<file path="src/include/lc4_core_config.svh">
`ifndef LC4_CORE_CONFIG_SVH
`define LC4_CORE_CONFIG_SVH

// first fetch address after reset
`define LC4_RESET_PC     16'h8200

// architectural register count
`define LC4_NUM_REGS     8

// opcodes in insn[15:12]
`define LC4_OP_BR        4'b0000
`define LC4_OP_ADD       4'b0001
`define LC4_OP_LDR       4'b0110
`define LC4_OP_STR       4'b0111
`define LC4_OP_CONST     4'b1001

// BR with an empty nzp field
`define LC4_NOP          16'h0000

// commit stall codes
`define LC4_STALL_NONE   2'd0
`define LC4_STALL_FLUSH  2'd2
`define LC4_STALL_LOAD   2'd3

`endif

</file>
<file path="src/rtl/lc4_pkg.sv">
`default_nettype none

package lc4_pkg;

    // data, address and instruction words
    typedef logic [15:0] word_t;

    // register number
    typedef logic [2:0] reg_sel_t;

    // condition bits {n, z, p}, one-hot for any value
    typedef logic [2:0] nzp_t;

    // stall code presented with each commit
    typedef logic [1:0] stall_t;

endpackage

`default_nettype wire

</file>
<file path="src/rtl/lc4_alu.sv">
`timescale 1ns/1ps
`default_nettype none

`include "lc4_core_config.svh"

module lc4_alu import lc4_pkg::*; (
    input  word_t i_insn,
    input  word_t i_pc,
    input  word_t i_rs_data,
    input  word_t i_rt_data,
    output word_t o_result
);

    word_t imm5_sx;
    word_t imm6_sx;
    word_t imm9_sx;

    assign imm5_sx = {{11{i_insn[4]}}, i_insn[4:0]};
    assign imm6_sx = {{10{i_insn[5]}}, i_insn[5:0]};
    assign imm9_sx = {{7{i_insn[8]}}, i_insn[8:0]};

    // i_pc already holds the incremented pc of the instruction
    always_comb begin
        case (i_insn[15:12])
            `LC4_OP_ADD:   o_result = i_insn[5] ? (i_rs_data + imm5_sx)
                                                : (i_rs_data + i_rt_data);
            `LC4_OP_CONST: o_result = imm9_sx;
            `LC4_OP_LDR,
            `LC4_OP_STR:   o_result = i_rs_data + imm6_sx;
            `LC4_OP_BR:    o_result = i_pc + imm9_sx;
            default:       o_result = '0;
        endcase
    end

endmodule

`default_nettype wire

</file>
<file path="src/rtl/lc4_bypass.sv">
`timescale 1ns/1ps
`default_nettype none

module lc4_bypass import lc4_pkg::*; (
    input  reg_sel_t i_x_rs_sel,
    input  reg_sel_t i_x_rt_sel,
    input  word_t    i_x_rs_reg,
    input  word_t    i_x_rt_reg,
    input  reg_sel_t i_m_rd_sel,
    input  logic     i_m_rd_we,
    input  logic     i_m_is_load,
    input  word_t    i_m_result,
    input  word_t    i_m_load_data,
    input  reg_sel_t i_w_rd_sel,
    input  logic     i_w_rd_we,
    input  word_t    i_w_data,
    input  reg_sel_t i_m_rt_sel,
    input  word_t    i_m_store_reg,
    input  nzp_t     i_nzp_reg,
    output word_t    o_rs_fwd,
    output word_t    o_rt_fwd,
    output word_t    o_store_fwd,
    output nzp_t     o_nzp_fwd
);

    logic m_alu_valid;
    logic rs_from_m;
    logic rt_from_m;
    logic rs_from_w;
    logic rt_from_w;
    nzp_t load_nzp;

    // a load in memory has no result yet, the stall or WM path covers it
    assign m_alu_valid = i_m_rd_we && !i_m_is_load;

    assign rs_from_m = m_alu_valid && (i_m_rd_sel == i_x_rs_sel);
    assign rt_from_m = m_alu_valid && (i_m_rd_sel == i_x_rt_sel);
    assign rs_from_w = i_w_rd_we && (i_w_rd_sel == i_x_rs_sel);
    assign rt_from_w = i_w_rd_we && (i_w_rd_sel == i_x_rt_sel);

    // MX ahead of WX, the younger producer wins
    assign o_rs_fwd = rs_from_m ? i_m_result : (rs_from_w ? i_w_data : i_x_rs_reg);
    assign o_rt_fwd = rt_from_m ? i_m_result : (rt_from_w ? i_w_data : i_x_rt_reg);

    // WM for store data
    assign o_store_fwd = (i_w_rd_we && (i_w_rd_sel == i_m_rt_sel)) ? i_w_data
                                                                   : i_m_store_reg;

    assign load_nzp = i_m_load_data[15]          ? 3'b100 :
                      (i_m_load_data == 16'h0000) ? 3'b010 : 3'b001;

    assign o_nzp_fwd = i_m_is_load ? load_nzp : i_nzp_reg;

endmodule

`default_nettype wire

</file>
<file path="src/rtl/lc4_core.sv">
`timescale 1ns/1ps
`default_nettype none

`include "lc4_core_config.svh"

module lc4_core import lc4_pkg::*; (
    input  logic     gwe,
    input  logic     i_reset,
    output word_t    o_cur_pc,
    input  word_t    i_cur_insn,
    output word_t    o_dmem_addr,
    output logic     o_dmem_we,
    output word_t    o_dmem_towrite,
    input  word_t    i_cur_dmem_data,
    output stall_t   o_test_stall,
    output word_t    o_test_pc,
    output word_t    o_test_insn,
    output logic     o_test_regfile_we,
    output reg_sel_t o_test_regfile_wsel,
    output word_t    o_test_regfile_data,
    output logic     o_test_nzp_we,
    output nzp_t     o_test_nzp_bits,
    output logic     o_test_dmem_we,
    output word_t    o_test_dmem_addr,
    output word_t    o_test_dmem_data
);

    // stage pcs carry pc+1, which is also the branch base
    word_t    pc_plus_one;
    word_t    d_insn, d_pc_inc;
    stall_t   d_stall;
    reg_sel_t dec_rs_sel, dec_rt_sel, dec_rd_sel;
    logic     dec_rs_re, dec_rt_re, dec_rd_we, dec_nzp_we;
    logic     dec_is_load, dec_is_store, dec_is_branch;
    word_t    rf_rs_data, rf_rt_data;
    logic     load_stall, branch_taken, x_bubble;
    stall_t   hz_stall_code;

    word_t    x_insn, x_pc_inc, x_rs_reg, x_rt_reg, x_alu_result;
    stall_t   x_stall;
    reg_sel_t x_rs_sel, x_rt_sel, x_rd_sel;
    logic     x_rd_we, x_nzp_we, x_is_load, x_is_store, x_is_branch;
    word_t    rs_fwd, rt_fwd, store_fwd;
    nzp_t     nzp_fwd, nzp_reg, x_alu_nzp;

    word_t    m_insn, m_pc_inc, m_result, m_store_reg, m_dmem_data;
    stall_t   m_stall;
    reg_sel_t m_rt_sel, m_rd_sel;
    logic     m_rd_we, m_nzp_we, m_is_load, m_is_store;
    nzp_t     m_nzp;

    word_t    w_insn, w_pc_inc, w_result, w_dmem_addr, w_dmem_data, w_data;
    stall_t   w_stall;
    reg_sel_t w_rd_sel;
    logic     w_rd_we, w_nzp_we, w_is_load, w_is_store;
    nzp_t     w_nzp;

    lc4_pc_unit u_pc_unit (
        .gwe(gwe), .i_reset(i_reset), .i_hold(load_stall), .i_redirect(branch_taken),
        .i_target(x_alu_result), .o_pc(o_cur_pc), .o_pc_plus_one(pc_plus_one)
    );

    // decode register holds during a load stall, takes a nop on a flush
    always_ff @(posedge gwe) begin
        if (i_reset || branch_taken) begin
            d_insn  <= `LC4_NOP;
            d_stall <= `LC4_STALL_FLUSH;
        end else if (!load_stall) begin
            d_insn  <= i_cur_insn;
            d_stall <= `LC4_STALL_NONE;
        end
    end

    always_ff @(posedge gwe) begin
        if (!load_stall) begin
            d_pc_inc <= pc_plus_one;
        end
    end

    lc4_decoder u_decoder (
        .i_insn(d_insn), .o_rs_sel(dec_rs_sel), .o_rt_sel(dec_rt_sel), .o_rd_sel(dec_rd_sel),
        .o_rs_re(dec_rs_re), .o_rt_re(dec_rt_re), .o_rd_we(dec_rd_we), .o_nzp_we(dec_nzp_we),
        .o_is_load(dec_is_load), .o_is_store(dec_is_store), .o_is_branch(dec_is_branch)
    );

    lc4_regfile u_regfile (
        .gwe(gwe), .i_reset(i_reset), .i_rs_sel(dec_rs_sel), .i_rt_sel(dec_rt_sel),
        .i_rd_sel(w_rd_sel), .i_rd_we(w_rd_we), .i_wdata(w_data),
        .o_rs_data(rf_rs_data), .o_rt_data(rf_rt_data)
    );

    lc4_hazard_unit u_hazard (
        .i_d_rs_sel(dec_rs_sel), .i_d_rt_sel(dec_rt_sel), .i_d_rs_re(dec_rs_re),
        .i_d_rt_re(dec_rt_re), .i_d_is_store(dec_is_store), .i_d_is_branch(dec_is_branch),
        .i_x_rd_sel(x_rd_sel), .i_x_is_load(x_is_load), .i_x_is_branch(x_is_branch),
        .i_x_nzp_field(x_insn[11:9]), .i_nzp_fwd(nzp_fwd), .o_load_stall(load_stall),
        .o_branch_taken(branch_taken), .o_d_stall_code(hz_stall_code)
    );

    assign x_bubble = load_stall || branch_taken;

    always_ff @(posedge gwe) begin
        if (i_reset || x_bubble) begin
            x_insn      <= `LC4_NOP;
            x_stall     <= i_reset ? `LC4_STALL_FLUSH : hz_stall_code;
            x_rd_we     <= 1'b0;
            x_nzp_we    <= 1'b0;
            x_is_load   <= 1'b0;
            x_is_store  <= 1'b0;
            x_is_branch <= 1'b0;
        end else begin
            x_insn      <= d_insn;
            x_stall     <= d_stall;
            x_rd_we     <= dec_rd_we;
            x_nzp_we    <= dec_nzp_we;
            x_is_load   <= dec_is_load;
            x_is_store  <= dec_is_store;
            x_is_branch <= dec_is_branch;
        end
    end

    always_ff @(posedge gwe) begin
        x_pc_inc <= d_pc_inc;
        x_rs_sel <= dec_rs_sel;
        x_rt_sel <= dec_rt_sel;
        x_rd_sel <= dec_rd_sel;
        x_rs_reg <= rf_rs_data;
        x_rt_reg <= rf_rt_data;
    end

    lc4_bypass u_bypass (
        .i_x_rs_sel(x_rs_sel), .i_x_rt_sel(x_rt_sel), .i_x_rs_reg(x_rs_reg),
        .i_x_rt_reg(x_rt_reg), .i_m_rd_sel(m_rd_sel), .i_m_rd_we(m_rd_we),
        .i_m_is_load(m_is_load), .i_m_result(m_result), .i_m_load_data(i_cur_dmem_data),
        .i_w_rd_sel(w_rd_sel), .i_w_rd_we(w_rd_we), .i_w_data(w_data),
        .i_m_rt_sel(m_rt_sel), .i_m_store_reg(m_store_reg), .i_nzp_reg(nzp_reg),
        .o_rs_fwd(rs_fwd), .o_rt_fwd(rt_fwd), .o_store_fwd(store_fwd), .o_nzp_fwd(nzp_fwd)
    );

    lc4_alu u_alu (
        .i_insn(x_insn), .i_pc(x_pc_inc), .i_rs_data(rs_fwd), .i_rt_data(rt_fwd),
        .o_result(x_alu_result)
    );

    assign x_alu_nzp = x_alu_result[15]          ? 3'b100 :
                       (x_alu_result == 16'h0000) ? 3'b010 : 3'b001;

    // the younger ADD or CONST in execute overrides a load leaving memory
    always_ff @(posedge gwe) begin
        if (i_reset) begin
            nzp_reg <= 3'b010;
        end else if (x_nzp_we && !x_is_load) begin
            nzp_reg <= x_alu_nzp;
        end else if (m_is_load) begin
            nzp_reg <= nzp_fwd;
        end
    end

    always_ff @(posedge gwe) begin
        if (i_reset) begin
            m_insn     <= `LC4_NOP;
            m_stall    <= `LC4_STALL_FLUSH;
            m_rd_we    <= 1'b0;
            m_nzp_we   <= 1'b0;
            m_is_load  <= 1'b0;
            m_is_store <= 1'b0;
        end else begin
            m_insn     <= x_insn;
            m_stall    <= x_stall;
            m_rd_we    <= x_rd_we;
            m_nzp_we   <= x_nzp_we;
            m_is_load  <= x_is_load;
            m_is_store <= x_is_store;
        end
    end

    always_ff @(posedge gwe) begin
        m_pc_inc    <= x_pc_inc;
        m_rt_sel    <= x_rt_sel;
        m_rd_sel    <= x_rd_sel;
        m_result    <= x_alu_result;
        m_store_reg <= rt_fwd;
        m_nzp       <= x_alu_nzp;
    end

    // data memory port
    assign o_dmem_addr    = (m_is_load || m_is_store) ? m_result : 16'h0000;
    assign o_dmem_we      = m_is_store;
    assign o_dmem_towrite = m_is_store ? store_fwd : 16'h0000;
    assign m_dmem_data    = m_is_load ? i_cur_dmem_data : o_dmem_towrite;

    always_ff @(posedge gwe) begin
        if (i_reset) begin
            w_insn     <= `LC4_NOP;
            w_stall    <= `LC4_STALL_FLUSH;
            w_rd_we    <= 1'b0;
            w_nzp_we   <= 1'b0;
            w_is_load  <= 1'b0;
            w_is_store <= 1'b0;
        end else begin
            w_insn     <= m_insn;
            w_stall    <= m_stall;
            w_rd_we    <= m_rd_we;
            w_nzp_we   <= m_nzp_we;
            w_is_load  <= m_is_load;
            w_is_store <= m_is_store;
        end
    end

    // load nzp comes from the forwarded value while the load sits in memory
    always_ff @(posedge gwe) begin
        w_pc_inc    <= m_pc_inc;
        w_rd_sel    <= m_rd_sel;
        w_result    <= m_result;
        w_nzp       <= m_is_load ? nzp_fwd : m_nzp;
        w_dmem_addr <= o_dmem_addr;
        w_dmem_data <= m_dmem_data;
    end

    assign w_data = w_is_load ? w_dmem_data : w_result;

    // commit record
    assign o_test_stall        = w_stall;
    assign o_test_pc           = w_pc_inc - 16'd1;
    assign o_test_insn         = w_insn;
    assign o_test_regfile_we   = w_rd_we;
    assign o_test_regfile_wsel = w_rd_sel;
    assign o_test_regfile_data = w_data;
    assign o_test_nzp_we       = w_nzp_we;
    assign o_test_nzp_bits     = w_nzp;
    assign o_test_dmem_we      = w_is_store;
    assign o_test_dmem_addr    = w_dmem_addr;
    assign o_test_dmem_data    = w_dmem_data;

endmodule

`default_nettype wire

</file>
<file path="src/rtl/lc4_decoder.sv">
`timescale 1ns/1ps
`default_nettype none

`include "lc4_core_config.svh"

module lc4_decoder import lc4_pkg::*; (
    input  word_t    i_insn,
    output reg_sel_t o_rs_sel,
    output reg_sel_t o_rt_sel,
    output reg_sel_t o_rd_sel,
    output logic     o_rs_re,
    output logic     o_rt_re,
    output logic     o_rd_we,
    output logic     o_nzp_we,
    output logic     o_is_load,
    output logic     o_is_store,
    output logic     o_is_branch
);

    always_comb begin
        // field positions shared by most formats
        o_rs_sel    = i_insn[8:6];
        o_rt_sel    = i_insn[2:0];
        o_rd_sel    = i_insn[11:9];
        o_rs_re     = 1'b0;
        o_rt_re     = 1'b0;
        o_rd_we     = 1'b0;
        o_nzp_we    = 1'b0;
        o_is_load   = 1'b0;
        o_is_store  = 1'b0;
        o_is_branch = 1'b0;

        case (i_insn[15:12])
            `LC4_OP_BR: begin
                // an empty nzp field never branches, that is the nop
                o_is_branch = (i_insn[11:9] != 3'b000);
            end
            `LC4_OP_ADD: begin
                // register form only with sub-op 000, imm5 form when bit 5 set
                if (i_insn[5] || (i_insn[5:3] == 3'b000)) begin
                    o_rs_re  = 1'b1;
                    o_rt_re  = ~i_insn[5];
                    o_rd_we  = 1'b1;
                    o_nzp_we = 1'b1;
                end
            end
            `LC4_OP_LDR: begin
                o_rs_re   = 1'b1;
                o_rd_we   = 1'b1;
                o_nzp_we  = 1'b1;
                o_is_load = 1'b1;
            end
            `LC4_OP_STR: begin
                // store data register sits where rd would be
                o_rt_sel   = i_insn[11:9];
                o_rs_re    = 1'b1;
                o_rt_re    = 1'b1;
                o_is_store = 1'b1;
            end
            `LC4_OP_CONST: begin
                o_rd_we  = 1'b1;
                o_nzp_we = 1'b1;
            end
            default: begin
                o_rs_re = 1'b0;
            end
        endcase
    end

endmodule

`default_nettype wire

</file>
<file path="src/rtl/lc4_hazard_unit.sv">
`timescale 1ns/1ps
`default_nettype none

`include "lc4_core_config.svh"

module lc4_hazard_unit import lc4_pkg::*; (
    input  reg_sel_t i_d_rs_sel,
    input  reg_sel_t i_d_rt_sel,
    input  logic     i_d_rs_re,
    input  logic     i_d_rt_re,
    input  logic     i_d_is_store,
    input  logic     i_d_is_branch,
    input  reg_sel_t i_x_rd_sel,
    input  logic     i_x_is_load,
    input  logic     i_x_is_branch,
    input  nzp_t     i_x_nzp_field,
    input  nzp_t     i_nzp_fwd,
    output logic     o_load_stall,
    output logic     o_branch_taken,
    output stall_t   o_d_stall_code
);

    logic rs_hit;
    logic rt_hit;

    assign rs_hit = i_d_rs_re && (i_d_rs_sel == i_x_rd_sel);

    // store data gets the load value later through the WM path
    assign rt_hit = i_d_rt_re && !i_d_is_store && (i_d_rt_sel == i_x_rd_sel);

    // a branch needs the nzp of the load, which is known one stage too late
    assign o_load_stall = i_x_is_load && (rs_hit || rt_hit || i_d_is_branch);

    assign o_branch_taken = i_x_is_branch && ((i_x_nzp_field & i_nzp_fwd) != 3'b000);

    always_comb begin
        if (o_branch_taken) begin
            o_d_stall_code = `LC4_STALL_FLUSH;
        end else if (o_load_stall) begin
            o_d_stall_code = `LC4_STALL_LOAD;
        end else begin
            o_d_stall_code = `LC4_STALL_NONE;
        end
    end

endmodule

`default_nettype wire

</file>
<file path="src/rtl/lc4_pc_unit.sv">
`timescale 1ns/1ps
`default_nettype none

`include "lc4_core_config.svh"

module lc4_pc_unit import lc4_pkg::*; (
    input  logic  gwe,
    input  logic  i_reset,
    input  logic  i_hold,
    input  logic  i_redirect,
    input  word_t i_target,
    output word_t o_pc,
    output word_t o_pc_plus_one
);

    word_t pc;

    assign o_pc_plus_one = pc + 16'd1;

    always_ff @(posedge gwe) begin
        if (i_reset) begin
            pc <= `LC4_RESET_PC;
        end else if (i_redirect) begin
            // taken branch wins over a load stall
            pc <= i_target;
        end else if (!i_hold) begin
            pc <= o_pc_plus_one;
        end
    end

    assign o_pc = pc;

endmodule

`default_nettype wire

</file>
<file path="src/rtl/lc4_regfile.sv">
`timescale 1ns/1ps
`default_nettype none

module lc4_regfile import lc4_pkg::*; (
    input  logic     gwe,
    input  logic     i_reset,
    input  reg_sel_t i_rs_sel,
    input  reg_sel_t i_rt_sel,
    input  reg_sel_t i_rd_sel,
    input  logic     i_rd_we,
    input  word_t    i_wdata,
    output word_t    o_rs_data,
    output word_t    o_rt_data
);

    word_t regs [8];

    always_ff @(posedge gwe) begin
        if (i_reset) begin
            for (int i = 0; i < 8; i++) begin
                regs[i] <= '0;
            end
        end else if (i_rd_we) begin
            regs[i_rd_sel] <= i_wdata;
        end
    end

    // write-through, so decode sees the value writeback commits this cycle
    assign o_rs_data = (i_rd_we && (i_rd_sel == i_rs_sel)) ? i_wdata : regs[i_rs_sel];
    assign o_rt_data = (i_rd_we && (i_rd_sel == i_rt_sel)) ? i_wdata : regs[i_rt_sel];

endmodule

`default_nettype wire

</file>
<file path="config.mk">
export PLATFORM = sky130hd
export DESIGN_NAME = lc4_core
export DESIGN_NICKNAME = d
export VERILOG_FILES = /design/src/rtl/lc4_pkg.sv /design/src/rtl/lc4_alu.sv /design/src/rtl/lc4_bypass.sv /design/src/rtl/lc4_core.sv /design/src/rtl/lc4_decoder.sv /design/src/rtl/lc4_hazard_unit.sv /design/src/rtl/lc4_pc_unit.sv /design/src/rtl/lc4_regfile.sv
export VERILOG_INCLUDE_DIRS = /design/src /design/src/include
export SDC_FILE = /design/constraint.sdc
export NUM_CORES = 1
export LEC_CHECK = 0
export BUFFER_PORTS_ARGS = -buffer_cell sky130_fd_sc_hd__buf_4
export CAP_MARGIN = 10
export CORE_MARGIN = 3
export CORE_UTILIZATION = 45
export DETAILED_ROUTE_END_ITERATION = 10
export PLACE_DENSITY_LB_ADDON = 0.15
export SETUP_SLACK_MARGIN = 0.05
export SLEW_MARGIN = 5
export SYNTH_ARGS = -nofsm -noshare
export SYNTH_HDL_FRONTEND = slang
export SYNTH_SLANG_ARGS = --single-unit
</file>
<file path="constraint.sdc">
create_clock -name gwe -period 5.2 [get_ports gwe]
set_input_delay 0.52 -clock gwe [delete_from_list [all_inputs] [get_ports gwe]]
set_output_delay 0.52 -clock gwe [all_outputs]
set_load 0.05 [all_outputs]
</file>
---- Word level (Yosys, flattened, before mapping) ----
Memory sizes are Yosys's and may differ from the RTL's. A register that Yosys moved wholly into a read port is not among the register bits.
Index checks and enable logic that the tools add are counted.
operators by class
  $add $sub $neg .......................... 6
  multiply operators ...................... 0
  divide/modulo/power cells ............... 0
  $lt $le $gt $ge ......................... 0
  eq/ne operators ......................... 18
  shift operators ......................... 0
  muxes and demuxes ....................... 46
  bitwise logic cells ..................... 3
  reductions and logical operators ........ 37
operators with widths
  kind                   count
  $mux 16                15
  $add 16x16->16         4
  $pmux 16 s4            1
  $logic_not 16->1       2
  $mux 3                 10
  $eq 3x3->1             9
  $add 16x1->16 const B  1
  $eq 4x3->1 const B     4
  $reduce_or 16->1       1
  $sub 16x1->16 const B  1
  $logic_and 1x1->1      14
  $mux 2                 6
  $mux 1                 11
  $eq 4x1->1 const B     2
  $eq 4x4->1 const B     2
  $logic_not 4->1        2
  $logic_or 1x1->1       7
  $pmux 1 s2             3
  $reduce_bool 3->1      2
  $reduce_or 2->1        3
  $and 3x3->3            1
  $logic_not 1->1        3
  $logic_not 3->1        1
  $reduce_or 3->1        1
  3 further kinds        4
word-level totals
  register bits after elaboration ......... 300
  latch bits .............................. 0
  bits in writable memories ............... 128
  bits in read-only memories .............. 0
  output and inout bits ................... 140
  word-level logic and storage cells ...... 151
  memories kept ........................... 1
memories
  memory          words  width  read ports  clocked after Yosys merged registers in  write ports  RTL line           text
  u_regfile.regs  8      16     2           1                                        8            lc4_regfile.sv:16  word_t regs [8];

---- Longest topological paths before layout ----
  depth in word-level cells ............... 13
  mapped depth ............................ 20

---- Modules after synthesis ----
Synthesis repeated with hierarchy kept, for this count alone.
second synthesis, totals
  cells, all modules ...................... 1583
  area total of the unflattened synthesis .. 19612.6 um^2
modules (own cells, without submodules)
  module           times used  cells each  area each (um^2)  sequential area each (um^2)
  lc4_core         1           537         7638.6            5885.6
  lc4_regfile      1           445         7453.4            3843.7
  lc4_alu          1           254         1879.3            0.0
  lc4_pc_unit      1           154         1199.9            320.3
  lc4_bypass       1           151         1113.6            0.0
  lc4_decoder      1           25          203.9             0.0
  lc4_hazard_unit  1           17          123.9             0.0

---- Worst setup path before layout ----
OpenSTA, ideal clock, no wires.
  path kind ............................... reg2reg
  start ................................... reg w_rd_sel[0] (netlist: o_test_regfile_wsel[0])
  end ..................................... reg nzp_reg[1]
  library setup time ...................... 0.069 ns
  arrival ................................. 4.671 ns
  slack ................................... 0.460 ns
  cell stages (with the launch flop) ...... 19
  buffers on the path ..................... 2
  cells stage by stage .................... dfxtp_1 clkbuf_1 xnor2_1 nand4_1 clkbuf_1 nor2_1 a21oi_1 o21ai_0 mux2_2 ha_1 fa_1 a21oi_1 o211ai_1 a311o_1 a41oi_1 mux2i_1 a31o_2 or4b_1 o21ai_1
between the ends
  longest elaborated chain between the ends .. 11
  elaborated cells on any way between the ends .. 17
  classes of those cells .................. add/sub (3); eq/ne (2); mux (9); reduce/logical (3)
ends and longest elaborated chain
  what                     RTL line          text
  from (decl)              lc4_core.sv:54    reg_sel_t w_rd_sel;
  from (signal assigned)   lc4_core.sv:213   w_rd_sel <= m_rd_sel;
  $eq 3x3->1 *             lc4_bypass.sv:39  assign rt_from_w = i_w_rd_we && (i_w_rd_sel == i_x_rt_sel);
  $logic_and 1x1->1 *      lc4_bypass.sv:39
  $mux 16 * (2 in series)  lc4_bypass.sv:43  assign o_rt_fwd = rt_from_m ? i_m_result : (rt_from_w ? i_w_data : i_x_rt_reg);
  via rt_fwd[0]            lc4_core.sv:43    word_t rs_fwd, rt_fwd, store_fwd;
  $add 16x16->16 *         lc4_alu.sv:26     : (i_rs_data + i_rt_data);
  $mux 16 *                lc4_alu.sv:25     `LC4_OP_ADD: o_result = i_insn[5] ? (i_rs_data + imm5_sx)
  $pmux 16 s4 *            lc4_alu.sv:24     case (i_insn[15:12])
  $logic_not 16->1         lc4_core.sv:146   (x_alu_result == 16'h0000) ? 3'b010 : 3'b001;
  $mux 2                   lc4_core.sv:146
  $mux 3 *                 lc4_core.sv:145   assign x_alu_nzp = x_alu_result[15] ? 3'b100 :
  $mux 3 *                 lc4_core.sv:152   end else if (x_nzp_we && !x_is_load) begin
  to (signal assigned)     lc4_core.sv:153   nzp_reg <= x_alu_nzp;
  to (signal assigned)     lc4_core.sv:155   nzp_reg <= nzp_fwd;
  to (decl)                lc4_core.sv:44    nzp_t nzp_fwd, nzp_reg, x_alu_nzp;
The timed path passes the listed nets; every way through them passes the cells marked *.
A chain may end at the register's enable or synchronous reset.

---- Final worst setup path ----
  start ................................... reg w_rd_sel[2] (netlist: o_test_regfile_wsel[2])
  end ..................................... reg nzp_reg[1]
The elaborated chain is that of the path after synthesis.

==> metrics <==
status completed; Tmin final 4640 ps; CP max stage cell dfxtp_1; worst-path cell chain xnor2_1 > nand4_1 > a21oi_1 > o21ai_0 > mux2_2 > ha_1 > fa_1 > a21oi_1 > o211ai_1 > a311o_1 > a41oi_1 > mux2i_1 > a31o_2 > or4b_1 > o21ai_1; Pins Over Slew Limit 0; WHS Path Cells 2; Clk Latency, worst-skew pair 590 ps; number of iterations in the first detailed-routing pass 6; clock root buffer clkbuf_16; total wire length 56300 um; nets@finish 2082; Fillers 3655; Post-synth EDFFs 144; Yosys top cell area share 0.305; grt ovf 0; Final Hold Vio Count 0; Final setup viols 0; HP Class input port to flop; global-route usage over all layers 0.250; number of flip-flops in the largest register 128; Fin Clk Skew 20.0 ps; Synth async-reset ratio 0; Cell Rows 74; Critical path buffers and inverters 0; number of H-tree levels 2; final worst slack 563 ps; Num CTS Buffers 47; DRT antenna net count 0; worst hold slack 174 ps; slowest cell delay on critical path 640 ps; Setup Crit Path Kind flop to flop; io pins 174; worst-margin pin slew 1160 ps; CTS tree yes; vias in the first global route 14000; top cells by count, synth dfxtp_1 (286), nor2_1 (248), nand2_1 (239), edfxtp_1 (144), clkbuf_1 (101); Layout area overhead 19.0%; initial antenna violation count 0; detailed-route via count 14400; Worst path depth 15; cell taking the most area after synthesis dfxtp_1; crit path max fanout 12; Mean Syn Cell Area 10.1 sq um; pre-CTS setup slack 642 ps; Post-route DRC 0; GP Congestion 0.872; fmax 0.216 GHz; area of the multi-input gates 0.00813 sq mm; most used cell, CP a21oi_1; crit start category flop; Top reg by flops u_regfile.regs; Peak VDD IR 0.264 mV; DR vias/cell 5.58; number of max-cap violations 0; top post-synthesis cells by area dfxtp_1 (31%), edfxtp_1 (23%), nor2_1 (5.0%), nand2_1 (4.8%), mux4_2 (3.8%); CP arrival 5150 ps; die height 210 um; YS warnings 0; CTS Buffer Depth 3; first-pass GRT wire length 84800 um; period utilisation layout 0.892; Final HPWL DP 38800 um; clk slew on worst S/H paths 60 ps; unrepaired setup endpoints after global routing no; Synth Register Bits 430; largest net degree at the start of global routing 76; PwrDens 375 mW/mm^2; count leader, synth dfxtp_1; post-cts hold buffer count 0; Lkg Pwr 0.00943 uW; Crit path max-delay family compound AO/OA/AOI/OAI gates; Crit. End Element flop; Cells after Synth 1861; total die area 0.0441 sq mm; Worst EP required 5710 ps; sequential area share after synthesis 0.536; setup bufs post-CTS 0; post-CTS resize count 0; Distinct cells, synth 76; clock sinks 430; layout cells sized above 1 0.183; core area 0.0410 sq mm; Mapped Area 0.0187 sq mm; Die Span X 210 um; Setup TNS 0 ps; register area 0.0101 sq mm; Post-Layout Cell Count 2583; IO buf count 173; Syn Nets 1929; drt wl/cell 21.8 um; Inst Count DP 2497; initial drt markers 1154; number of antenna diodes 0; Initial Utilization 0.457; Most used DFF post-synth dfxtp_1; max_slew headroom 0.227; R2R depth 15
-- layout by cell type (no fill, tap or decap), types with 5 or more instances in the layout --
cell type / count
nor2b_1: 63
o21ai_0: 52
nand2_1: 238
mux4_2: 32
xnor2_1: 50
nand2b_1: 29
mux2_2: 19
ha_1: 32
a211oi_1: 12
o21a_1: 6
a21o_1: 13
a31oi_1: 5
a311oi_1: 32
and3_1: 41
bufinv_16: 5
a21oi_1: 95
xor2_1: 34
or2_2: 10
inv_1: 38
nand4_1: 14
clkbuf_8: 9
clkbuf_1: 16
clkbuf_16: 49
nor3_1: 17
nor2_1: 248
nand3_1: 67
nor4_1: 10
dfxtp_1: 284
buf_4: 224
or3_1: 5
o211a_1: 16
edfxtp_1: 144
mux2i_1: 56
-- layer usage --
layer | global-route usage | share of wire | vias up
li1 | - | - | 6819
met1 | 0.320 | 0.41 | 6999
met2 | 0.437 | 0.50 | 512
met3 | 0.0382 | 0.061 | 89
met4 | 0.0828 | 0.029 | 0
met5 | 0 | 0 | -
-- cells by family after synthesis --
logic type	synth area share
AND/OR/NAND/NOR	0.189
flip-flops	0.536
AO/OA/AOI/OAI	0.0969
buffers and inverters	0.0332
multiplexers	0.0818
XOR/XNOR	0.0393
adder cells (fa/ha/maj)	0.0235
-- final cells by class --
type	instances	area share
well taps	532	0.0299
multi-input cells	1272	0.365
inverters	39	0.00657
clock inverters	10	0.00870
repair buffers	224	0.0754
clock buffers	76	0.0639
flip-flops and latches	430	0.451
-- report_power, final --
group | total, uW | leakage [uW] | switching [uW] | internal, uW
clock | 3460 | 0.000787 | 1340 | 2120
sequential | 3790 | 0.00386 | 143 | 3650
combinational | 1110 | 0.00478 | 718 | 397
-- metrics by stage --
step	total power (uW)	util	area (sq um)
after floorplan	4550	-	18700
final	8360	0.544	22300
after global routing	8670	0.544	22300
after CTS	8420	0.544	22300
after detailed placement	4970	0.504	20700
after global placement	4960	0.504	20700
-- final timing paths --
path	end	start	slack [ps]
hold / removal	d_insn[15]	i_cur_insn[15]	170
setup reg to reg	nzp_reg[1]	o_test_regfile_wsel[2]	560
hold reg to reg	w_pc_inc[8]	m_pc_inc[8]	320
setup / recovery	nzp_reg[1]	o_test_regfile_wsel[2]	560
Power figures use the tool's default switching activity.
